===== src/xc_pkg.sv =====
// Correlator shared constants
`default_nettype none

package xc_pkg;

	// Array sizes
	localparam int NUM_INPUTS    = 3;
	localparam int NUM_BASELINES = NUM_INPUTS * (NUM_INPUTS - 1) / 2;
	localparam int NUM_LAGS      = 3;                          // Lags -1, 0, +1
	localparam int DELAY_WIDTH   = 3;
	localparam int MAX_DELAY     = 7;
	localparam int NUM_TAPS      = MAX_DELAY + MAX_DELAY + 2;  // Cross, auto and one lag
	localparam int COUNT_WIDTH   = 8;
	localparam int NUM_COUNTERS  = NUM_INPUTS + NUM_INPUTS + NUM_BASELINES * NUM_LAGS;
	localparam int LINE_WIDTH    = $clog2(NUM_INPUTS);

	// Command opcodes, low nibble of a command byte
	localparam logic [3:0] OP_CLEAR           = 4'd0;
	localparam logic [3:0] OP_SET_LINE        = 4'd1;
	localparam logic [3:0] OP_SET_MODE        = 4'd2;
	localparam logic [3:0] OP_SET_CROSS_DELAY = 4'd4;
	localparam logic [3:0] OP_SET_AUTO_DELAY  = 4'd5;
	localparam logic [3:0] OP_SET_WINDOW      = 4'd8;
	localparam logic [3:0] OP_ENABLE_CAPTURE  = 4'd13;

	// Window length is WINDOW_BASE << window_shift cycles
	localparam int WINDOW_SHIFT_WIDTH = 4;
	localparam int WINDOW_BASE        = 16;
	localparam int WINDOW_COUNT_WIDTH = 4 + (1 << WINDOW_SHIFT_WIDTH);

	// Packet layout
	localparam logic [7:0] SYNC_BYTE = 8'hA5;
	localparam int HEADER_BYTES      = 4;
	localparam int PACKET_BYTES      = HEADER_BYTES + NUM_COUNTERS;
	localparam int BYTE_INDEX_WIDTH  = $clog2(PACKET_BYTES);

endpackage

`default_nettype wire

===== src/xc_top.sv =====
// Photon correlator top level
`timescale 1ns/1ps
`default_nettype none

module xc_top (
	input  wire                          RXIF,
	input  wire                          arst_n,
	input  wire  [xc_pkg::NUM_INPUTS-1:0] line_in,
	input  wire  [7:0]                   cmd_data,
	input  wire                          cmd_valid,
	output logic [7:0]                   pkt_data,
	output logic                         pkt_valid,
	input  wire                          pkt_ready,
	output logic                         pkt_last
);
	import xc_pkg::*;

	wire [NUM_INPUTS-1:0]               line_invert;
	wire [NUM_INPUTS-1:0]               line_level;
	wire [NUM_INPUTS*DELAY_WIDTH-1:0]   cross_delay;
	wire [NUM_INPUTS*DELAY_WIDTH-1:0]   auto_delay;
	wire [WINDOW_SHIFT_WIDTH-1:0]       window_shift;
	wire                                capture;
	wire [NUM_INPUTS-1:0]               pulses;
	wire [NUM_TAPS*NUM_INPUTS-1:0]      taps;
	wire                                window_start;
	wire                                window_end;
	wire [NUM_COUNTERS*COUNT_WIDTH-1:0] counts;

	command_decoder decoder_i (
		.RXIF(RXIF), .arst_n(arst_n),
		.cmd_data(cmd_data), .cmd_valid(cmd_valid),
		.line_invert(line_invert), .line_level(line_level),
		.cross_delay(cross_delay), .auto_delay(auto_delay),
		.window_shift(window_shift), .capture(capture)
	);

	pulse_conditioner conditioner_i (
		.RXIF(RXIF), .arst_n(arst_n), .line_in(line_in),
		.line_invert(line_invert), .line_level(line_level), .pulses(pulses)
	);

	tap_delay_line delay_i (
		.RXIF(RXIF), .arst_n(arst_n), .pulses(pulses), .taps(taps)
	);

	correlator_core core_i (
		.RXIF(RXIF), .arst_n(arst_n), .taps(taps),
		.cross_delay(cross_delay), .auto_delay(auto_delay),
		.window_start(window_start), .counts(counts)
	);

	integration_timer timer_i (
		.RXIF(RXIF), .arst_n(arst_n),
		.capture(capture), .window_shift(window_shift),
		.window_start(window_start), .window_end(window_end)
	);

	packet_framer framer_i (
		.RXIF(RXIF), .arst_n(arst_n),
		.counts(counts), .window_end(window_end),
		.pkt_data(pkt_data), .pkt_valid(pkt_valid),
		.pkt_last(pkt_last), .pkt_ready(pkt_ready)
	);

endmodule

`default_nettype wire


===== src/packet_framer.sv =====
// Result packet framer
`timescale 1ns/1ps
`default_nettype none

module packet_framer (
	input  wire                                                  RXIF,
	input  wire                                                  arst_n,
	input  wire  [xc_pkg::NUM_COUNTERS*xc_pkg::COUNT_WIDTH-1:0] counts,
	input  wire                                                  window_end,
	output logic [7:0]                                           pkt_data,
	output logic                                                 pkt_valid,
	output logic                                                 pkt_last,
	input  wire                                                  pkt_ready
);
	import xc_pkg::*;

	localparam logic [7:0] SHAPE_BYTE = 8'((NUM_LAGS << 4) | NUM_INPUTS);

	logic [NUM_COUNTERS-1:0][COUNT_WIDTH-1:0] snap_q;  // Counters at window end
	logic [7:0]                  win_cnt_q;  // Windows ended since reset
	logic [7:0]                  drop_q;     // Windows lost since last packet
	logic [7:0]                  hdr_idx_q;
	logic [7:0]                  hdr_drop_q;
	logic [BYTE_INDEX_WIDTH-1:0] byte_q;     // Byte on the bus
	logic                        valid_q;
	logic                        last_byte;

	assign last_byte = (byte_q == BYTE_INDEX_WIDTH'(PACKET_BYTES - 1));

	always_ff @(posedge RXIF) begin
		if (window_end && !valid_q) begin
			snap_q <= counts;
		end
	end

	always_ff @(posedge RXIF or negedge arst_n) begin
		if (!arst_n) begin
			win_cnt_q  <= '0;
			drop_q     <= '0;
			hdr_idx_q  <= '0;
			hdr_drop_q <= '0;
			byte_q     <= '0;
			valid_q    <= 1'b0;
		end else begin
			if (window_end) begin
				win_cnt_q <= win_cnt_q + 1'b1;
			end
			if (window_end && !valid_q) begin
				hdr_idx_q  <= win_cnt_q + 1'b1;  // Counts this window
				hdr_drop_q <= drop_q;
				drop_q     <= '0;
				byte_q     <= '0;
				valid_q    <= 1'b1;
			end else begin
				if (window_end && (drop_q != '1)) begin
					drop_q <= drop_q + 1'b1;     // Still busy streaming
				end
				if (valid_q && pkt_ready) begin
					if (last_byte) begin
						valid_q <= 1'b0;
					end else begin
						byte_q <= byte_q + 1'b1;
					end
				end
			end
		end
	end

	always_comb begin
		case (byte_q)
			BYTE_INDEX_WIDTH'(0): pkt_data = SYNC_BYTE;
			BYTE_INDEX_WIDTH'(1): pkt_data = hdr_idx_q;
			BYTE_INDEX_WIDTH'(2): pkt_data = SHAPE_BYTE;
			BYTE_INDEX_WIDTH'(3): pkt_data = hdr_drop_q;
			default: begin
				pkt_data = snap_q[byte_q - BYTE_INDEX_WIDTH'(HEADER_BYTES)];  // Payload
			end
		endcase
	end

	assign pkt_valid = valid_q;
	assign pkt_last  = valid_q & last_byte;

endmodule

`default_nettype wire


===== src/integration_timer.sv =====
// Integration window timer
`timescale 1ns/1ps
`default_nettype none

module integration_timer (
	input  wire                                   RXIF,
	input  wire                                   arst_n,
	input  wire                                   capture,
	input  wire  [xc_pkg::WINDOW_SHIFT_WIDTH-1:0] window_shift,
	output logic                                  window_start,
	output logic                                  window_end
);
	import xc_pkg::*;

	logic                          running_q;
	logic                          start_q;
	logic                          end_q;
	logic [WINDOW_COUNT_WIDTH-1:0] cnt_q;      // Cycles since window start
	logic [WINDOW_COUNT_WIDTH-1:0] last_q;     // Final cycle of this window
	logic [WINDOW_COUNT_WIDTH-1:0] next_last;

	assign next_last = (WINDOW_COUNT_WIDTH'(WINDOW_BASE) << window_shift) - 1'b1;

	always_ff @(posedge RXIF or negedge arst_n) begin
		if (!arst_n) begin
			running_q <= 1'b0;
			start_q   <= 1'b0;
			end_q     <= 1'b0;
			cnt_q     <= '0;
			last_q    <= '0;
		end else begin
			start_q <= 1'b0;
			end_q   <= 1'b0;
			if (!capture) begin
				running_q <= 1'b0;
			end else if (!running_q) begin
				running_q <= 1'b1;       // First window
				start_q   <= 1'b1;
				cnt_q     <= '0;
				last_q    <= next_last;
			end else if (cnt_q == last_q) begin
				start_q <= 1'b1;         // Back-to-back window
				end_q   <= 1'b1;
				cnt_q   <= '0;
				last_q  <= next_last;    // Length picked up here
			end else begin
				cnt_q <= cnt_q + 1'b1;
			end
		end
	end

	// Dropping capture silences any strobe already queued
	assign window_start = start_q & capture;
	assign window_end   = end_q & capture;

endmodule

`default_nettype wire


===== src/command_decoder.sv =====
// Command byte decoder
`timescale 1ns/1ps
`default_nettype none

module command_decoder (
	input  wire                                                RXIF,
	input  wire                                                arst_n,
	input  wire  [7:0]                                         cmd_data,
	input  wire                                                cmd_valid,
	output logic [xc_pkg::NUM_INPUTS-1:0]                      line_invert,
	output logic [xc_pkg::NUM_INPUTS-1:0]                      line_level,
	output logic [xc_pkg::NUM_INPUTS*xc_pkg::DELAY_WIDTH-1:0] cross_delay,
	output logic [xc_pkg::NUM_INPUTS*xc_pkg::DELAY_WIDTH-1:0] auto_delay,
	output logic [xc_pkg::WINDOW_SHIFT_WIDTH-1:0]              window_shift,
	output logic                                               capture
);
	import xc_pkg::*;

	logic [LINE_WIDTH-1:0] line_q;  // Addressed line
	logic [3:0]            opcode;
	logic [3:0]            arg;

	assign opcode = cmd_data[3:0];
	assign arg    = cmd_data[7:4];

	always_ff @(posedge RXIF or negedge arst_n) begin
		if (!arst_n) begin
			line_q       <= '0;
			line_invert  <= '0;
			line_level   <= '0;  // Edge mode
			cross_delay  <= '0;
			auto_delay   <= '0;
			window_shift <= '0;
			capture      <= 1'b0;
		end else if (cmd_valid) begin
			case (opcode)
				OP_CLEAR: begin
					cross_delay[line_q*DELAY_WIDTH +: DELAY_WIDTH] <= '0;
					auto_delay[line_q*DELAY_WIDTH +: DELAY_WIDTH]  <= '0;
				end
				OP_SET_LINE: begin
					line_q <= LINE_WIDTH'(arg % NUM_INPUTS);  // Wraps onto a real line
				end
				OP_SET_MODE: begin
					line_invert[line_q] <= arg[0];
					line_level[line_q]  <= arg[1];
				end
				OP_SET_CROSS_DELAY: begin
					cross_delay[line_q*DELAY_WIDTH +: DELAY_WIDTH] <= arg[DELAY_WIDTH-1:0];
				end
				OP_SET_AUTO_DELAY: begin
					auto_delay[line_q*DELAY_WIDTH +: DELAY_WIDTH] <= arg[DELAY_WIDTH-1:0];
				end
				OP_SET_WINDOW: begin
					window_shift <= arg[WINDOW_SHIFT_WIDTH-1:0];
				end
				OP_ENABLE_CAPTURE: begin
					capture <= arg[0];
				end
				default: begin
					// Unknown opcode, nothing changes
				end
			endcase
		end
	end

endmodule

`default_nettype wire


===== src/correlator_core.sv =====
// Coincidence counter array
`timescale 1ns/1ps
`default_nettype none

module correlator_core (
	input  wire                                                RXIF,
	input  wire                                                arst_n,
	input  wire  [xc_pkg::NUM_TAPS*xc_pkg::NUM_INPUTS-1:0]    taps,
	input  wire  [xc_pkg::NUM_INPUTS*xc_pkg::DELAY_WIDTH-1:0] cross_delay,
	input  wire  [xc_pkg::NUM_INPUTS*xc_pkg::DELAY_WIDTH-1:0] auto_delay,
	input  wire                                                window_start,
	output logic [xc_pkg::NUM_COUNTERS*xc_pkg::COUNT_WIDTH-1:0] counts
);
	import xc_pkg::*;

	wire  [DELAY_WIDTH-1:0] cd [NUM_INPUTS];  // Cross delay per line
	wire  [DELAY_WIDTH-1:0] ad [NUM_INPUTS];  // Auto delay per line
	wire  [NUM_COUNTERS-1:0] hit;             // Increment request per counter
	logic [NUM_COUNTERS-1:0][COUNT_WIDTH-1:0] cnt_q;

	// Bit of one line at tap k
	function automatic logic tap_at(
		input logic [NUM_TAPS*NUM_INPUTS-1:0] t,
		input int unsigned                    k,
		input int unsigned                    line
	);
		return t[k*NUM_INPUTS + line];
	endfunction

	for (genvar a = 0; a < NUM_INPUTS; a++) begin : g_line
		assign cd[a] = cross_delay[a*DELAY_WIDTH +: DELAY_WIDTH];
		assign ad[a] = auto_delay[a*DELAY_WIDTH +: DELAY_WIDTH];

		assign hit[a] = tap_at(taps, cd[a], a);  // Plain count
		assign hit[NUM_INPUTS + a] = tap_at(taps, cd[a], a)
			& tap_at(taps, int'(cd[a]) + int'(ad[a]), a);  // Against its own delayed copy
	end

	// Baselines a<b in order (0,1), (0,2), (1,2), lags -1, 0, +1
	for (genvar a = 0; a < NUM_INPUTS; a++) begin : g_base_a
		for (genvar b = a + 1; b < NUM_INPUTS; b++) begin : g_base_b
			localparam int BL  = a * (2 * NUM_INPUTS - a - 1) / 2 + b - a - 1;
			localparam int IDX = 2 * NUM_INPUTS + BL * NUM_LAGS;

			assign hit[IDX] = tap_at(taps, int'(cd[a]) + 1, a)
				& tap_at(taps, cd[b], b);  // b trails a by one cycle
			assign hit[IDX + 1] = tap_at(taps, cd[a], a) & tap_at(taps, cd[b], b);
			assign hit[IDX + 2] = tap_at(taps, cd[a], a)
				& tap_at(taps, int'(cd[b]) + 1, b);  // b leads a by one cycle
		end
	end

	always_ff @(posedge RXIF or negedge arst_n) begin
		if (!arst_n) begin
			cnt_q <= '0;
		end else begin
			for (int i = 0; i < NUM_COUNTERS; i++) begin
				if (window_start) begin
					cnt_q[i] <= COUNT_WIDTH'(hit[i]);  // New window starts from this cycle
				end else if (hit[i] && (cnt_q[i] != '1)) begin
					cnt_q[i] <= cnt_q[i] + 1'b1;       // Saturates at all ones
				end
			end
		end
	end

	assign counts = cnt_q;

endmodule

`default_nettype wire


===== src/tap_delay_line.sv =====
// Pulse tap delay line
`timescale 1ns/1ps
`default_nettype none

module tap_delay_line (
	input  wire                                              RXIF,
	input  wire                                              arst_n,
	input  wire  [xc_pkg::NUM_INPUTS-1:0]                    pulses,
	output logic [xc_pkg::NUM_TAPS*xc_pkg::NUM_INPUTS-1:0]  taps
);
	import xc_pkg::*;

	localparam int CHAIN_BITS = (NUM_TAPS - 1) * NUM_INPUTS;

	logic [CHAIN_BITS-1:0] chain_q;  // Taps 1 and up, oldest at the top

	always_ff @(posedge RXIF or negedge arst_n) begin
		if (!arst_n) begin
			chain_q <= '0;
		end else begin
			chain_q <= {chain_q[CHAIN_BITS-NUM_INPUTS-1:0], pulses};
		end
	end

	assign taps = {chain_q, pulses};  // Tap 0 is the live pulse vector

endmodule

`default_nettype wire


===== src/pulse_conditioner.sv =====
// Input line pulse conditioner
`timescale 1ns/1ps
`default_nettype none

module pulse_conditioner (
	input  wire                           RXIF,
	input  wire                           arst_n,
	input  wire  [xc_pkg::NUM_INPUTS-1:0] line_in,
	input  wire  [xc_pkg::NUM_INPUTS-1:0] line_invert,
	input  wire  [xc_pkg::NUM_INPUTS-1:0] line_level,
	output logic [xc_pkg::NUM_INPUTS-1:0] pulses
);
	import xc_pkg::*;

	logic [NUM_INPUTS-1:0] sync1_q;  // First synchronizer stage
	logic [NUM_INPUTS-1:0] sync2_q;  // Second synchronizer stage
	logic [NUM_INPUTS-1:0] prev_q;   // Level seen one cycle earlier
	logic [NUM_INPUTS-1:0] level;
	logic [NUM_INPUTS-1:0] rise;

	assign level = sync2_q ^ line_invert;  // Polarity-corrected line
	assign rise  = level & ~prev_q;

	always_ff @(posedge RXIF or negedge arst_n) begin
		if (!arst_n) begin
			sync1_q <= '0;
			sync2_q <= '0;
			prev_q  <= '0;
			pulses  <= '0;
		end else begin
			sync1_q <= line_in;
			sync2_q <= sync1_q;
			prev_q  <= level;
			// Level mode passes the line, edge mode keeps rising edges only
			pulses  <= (line_level & level) | (~line_level & rise);
		end
	end

endmodule

`default_nettype wire


===== config.mk =====
export PLATFORM = sky130hd
export DESIGN_NAME = xc_top
export DESIGN_NICKNAME = d
export VERILOG_FILES = /design/src/xc_pkg.sv /design/src/xc_top.sv /design/src/packet_framer.sv /design/src/integration_timer.sv /design/src/command_decoder.sv /design/src/correlator_core.sv /design/src/tap_delay_line.sv /design/src/pulse_conditioner.sv
export SDC_FILE = /design/constraint.sdc
export NUM_CORES = 1
export LEC_CHECK = 0
export ABC_CLOCK_PERIOD_IN_PS = 6300
export BUFFER_PORTS_ARGS = -buffer_cell sky130_fd_sc_hd__clkbuf_2
export CAP_MARGIN = 20
export CORE_MARGIN = 4
export CORE_UTILIZATION = 64
export CTS_CLUSTER_SIZE = 28
export DETAILED_ROUTE_END_ITERATION = 10
export GPL_TIMING_DRIVEN = 0
export PLACE_DENSITY = 0.91
export SYNTH_ARGS = -nofsm -noshare
export SYNTH_HDL_FRONTEND = slang
export SYNTH_SLANG_ARGS = --single-unit

===== constraint.sdc =====
create_clock -name RXIF -period 6.3 [get_ports RXIF]
set_input_delay 1.26 -clock RXIF [delete_from_list [all_inputs] [get_ports RXIF]]
set_output_delay 1.26 -clock RXIF [all_outputs]
set_load 0.05 [all_outputs]

==> results.yml <==
run_status:
  status: "finished clean"
cts:
  hold_buffers: 0
  clock-sinks: 406
  clkLatencyLatePin_ns: 0.57
  cts_resized: 0
  post_cts_buffers: 0
  cts_tree: "yes"
  clk_pin_slew_ns: 0.06
  htreeDepth: 2
  numCtsBuffers: 42
  clockBufferDepth: 3
  root_buffer: "clkbuf_16"
global_route:
  antenna_found_initial: 1
  gr-usage-all-layers_pct: 31.6
  grt_pass1_vias: 17838
  grt_overflow: 0
  grt_pass1_wl_mm: 97.3
  grt_max_degree: 113
sta:
  drv_slew: 0
  final_hold_viol_count: 0
  post-route-period-util_pct: 88.6
  clock_skew_ns: 0.0333
  max-slew-margin-rel_pct: 24.2
  timing.fmax_mhz: 179
  setup_violations: 0
  rsz0062_at_grt: "no"
  worst_pin_slew_ns: 1.11
  period_minus_slack_ns: 5.58
detailed_routing:
  ant_nets: 0
  wire_per_inst_um: 24.7
  drtIter0Drc: 2166
  viasPerCell: 7.05
  drc: 0
  vias: 17517
  drt_pass1_iterations: 5
  finalWirelength_mm: 61.5
setup_path:
  critical_path_depth: 10
  critPathSlowestCell: "buf_1"
  cp.arrival_ns: 4.32
  worstSetupStartpointType: "flip-flop"
  r2r_cells: 18
  critPathMaxStageDelay_ns: 0.81
  critPathCaptureType: "output port"
  path_buf_inv: 5
  critPathMaxFanout: 10
  worstPathRequired_ns: 5.04
  crit_type: "flip-flop to output port"
  path_delay_family: "buffers and inverters"
  crit_chain: "clkbuf_1 > buf_1 > inv_1 > ha_1 > o21ai_0 > and2_1 > clkbuf_1 > nand2_1 > o21ai_0 > clkbuf_2"
yosys:
  ys.flop_type: "dfrtp_1"
  syn_area_um2: 22700
  synthDominantCellAreaShare_pct: 31.5
  synth_edf_count: 120
  synth_top_area_cell: "dfrtp_1"
  yosysWarnings: 0
  synth_area_leaders: "dfrtp_1 (31%), edfxtp_1 (16%), mux4_2 (12%)"
  async_reset_ff_share_pct: 70.4
  postSynthAreaPerCell_um2: 11.8
  netlist_instances: 1930
  syn_nets: 2040
  synth.distinct_cells: 77
  ys_seq_area_share_pct: 47.4
  ys_ff_latch: 406
min_path:
  hp-class: "flip-flop to flip-flop"
  holdPathStages: 0
finish:
  drive_gt1_share_pct: 14.7
  area_growth_pct: 9.34
  fin_nets: 2108
  num-fill-cells: 2157
  insertedDiodeCount: 0
  final_core_util_pct: 71.4
floorplanning:
  initial_core_util_pct: 65.3
  rows: 68
  core_um2: 34800
  die_w_um: 196
  die-area_um2: 38600
  io_pins: 25
  die_y_um: 196
placed_design:
  place.gp.congestion: 0.960
  hpwl_mm: 41.4
  port_buffers: 21
power:
  p_leak_nw: 10.4
  power.density_nw_per_um2: 339
  ir_worst_vdd_mv: 0.592
  p_total_mw: 8.43
flow_run:
  drv_cap: 0
layout make-up:
cell class                      count  area, µm²  area share (%)
Sequential cell                   406      10800            43.3
Tap cell                          455        569            2.29
Clock buffer                       63       1190            4.79
Clock inverter                     14        164           0.660
Timing Repair Buffer               24        196           0.791
Multi-Input combinational cell   1350      11200            45.2
Inverter                           73        274            1.10
Buffer                            101        467            1.88
cells in the final DEF, fill, tap and decap left out, drive strengths merged, types with 8 or more instances in the layout:
master	n
a211oi	9
a21o	18
a21oi	71
a22o	9
a31o	12
a31oi	9
and2	11
and3	41
buf	43
clkbuf	145
clkinv	8
dfrtp	286
edfxtp	120
fa	10
ha	85
inv	75
mux2	33
mux2i	54
mux4	124
nand2	152
nand2b	33
nand3	71
nand3b	11
nand4	43
nor2	131
nor2b	11
nor3	25
nor4	17
nor4b	12
o211ai	8
o21ai	76
o22ai	8
o31ai	13
or2	10
or3	20
or4	17
xnor2	56
xor2	54
kinds of logic (layout without fill, tap and decap cells):
family          count (synthesis)  count (layout)  share of synthesized area, %
flops                         406             406                          47.4
simple gates                  638             638                          14.6
buf+inv                       174             275                          3.24
mux                           211             211                          16.4
xor+xnor                      110             110                          4.24
fa+ha+maj                      95              95                          5.56
compound gates                296             296                          8.58
worst reg2reg max path: stages, from the launching register on:
cell     delay [ns]
dfrtp_1        0.48
buf_2          0.24
inv_1          0.12
ha_1           0.30
buf_6          0.15
buf_6          0.14
buf_2          0.22
buf_2          0.29
inv_1          0.08
ha_1           0.32
a21o_1         0.22
xnor2_1        0.44
o221a_2        0.31
o21ai_0        0.11
a32oi_1        0.57
buf_2          0.35
buf_4          0.22
o31ai_1        0.11
a21oi_1        0.20
path summary, 6_finish.rpt:
path	from	to	slack [ns]
setup reg to reg	decoder_i.cross_delay[0]	core_i.counts[77]	1.35
hold reg to reg	conditioner_i.sync1_q[1]	conditioner_i.sync2_q[1]	0.35
min in group asynchronous	arst_n	core_i.counts[4]	0.73
hold / removal	conditioner_i.sync1_q[1]	conditioner_i.sync2_q[1]	0.35
setup / recovery	framer_i.byte_q[0]	pkt_data[1]	0.72
max in group asynchronous	arst_n	conditioner_i.sync1_q[1]	4.09
per-stage QoR:
stage | setup TNS, ns | instance area [µm²] | cells | hold WS (ns) | setup slack, ns
floorplan | 0 | 22700 | 1930 | 0.331 | 0.902
global placement | -644.70 | 23400 | 2406 | 0.338 | -1.98
detailed placement | 0 | 23500 | 2409 | 0.348 | 1.54
CTS | 0 | 24800 | 2486 | 0.356 | 0.786
global route | 0 | 24800 | 2486 | 0.357 | 0.444
finish | 0 | 24800 | 2486 | 0.353 | 0.719
cell usage after synthesis (12+ instances only):
cell type / instances
a21o_1: 18
buf_2: 25
nand2_1: 152
a31o_2: 12
mux2_2: 33
nor3_1: 25
mux4_2: 117
nand2b_1: 33
xor2_1: 54
nor4b_1: 12
nand4_1: 43
o21ai_0: 75
a21oi_1: 71
ha_1: 85
inv_1: 73
edfxtp_1: 120
nand3_1: 71
mux2i_1: 54
clkbuf_1: 61
o31ai_1: 13
or3_1: 20
nor2_1: 131
xnor2_1: 56
dfrtp_1: 286
and3_1: 41
or4_1: 17
nor4_1: 17
report_power, final:
part	total, mW	internal [mW]	switching, mW
registers	3.66	3.06	0.600
logic	2.30	0.964	1.33
clock network	2.47	1.40	1.07
total	8.43	5.43	3.00
registers in the layout (all words and copies together), names as in the netlist, 2 cells and up:
| register | count |
|---|---|
| decoder_i.auto_delay | 9 |
| conditioner_i.sync2_q | 3 |
| framer_i.byte_q | 5 |
| framer_i.drop_q | 8 |
| framer_i.hdr_drop_q | 8 |
| conditioner_i.pulses | 3 |
| conditioner_i.prev_q | 3 |
| framer_i.win_cnt_q | 8 |
| decoder_i.cross_delay | 9 |
| framer_i.hdr_idx_q | 8 |
| core_i.counts | 120 |
| decoder_i.window_shift | 4 |
| conditioner_i.sync1_q | 3 |
| decoder_i.line_level | 3 |
| decoder_i.line_invert | 3 |
| decoder_i.line_q | 2 |
| timer_i.cnt_q | 20 |
| framer_i.snap_q | 120 |
| timer_i.last_q | 17 |
| delay_i.chain_q | 45 |
metal layers:
layer  vias up  track usage (%)  part of all wire [%]
li1       7378                -                     -
met2      1246             51.5                    48
met5         -                0                     0
met4         0             16.5                   6.3
met1      8595             41.3                    36
met3       298             5.54                   9.7
No activity file was read; power rests on OpenSTA's default activity.
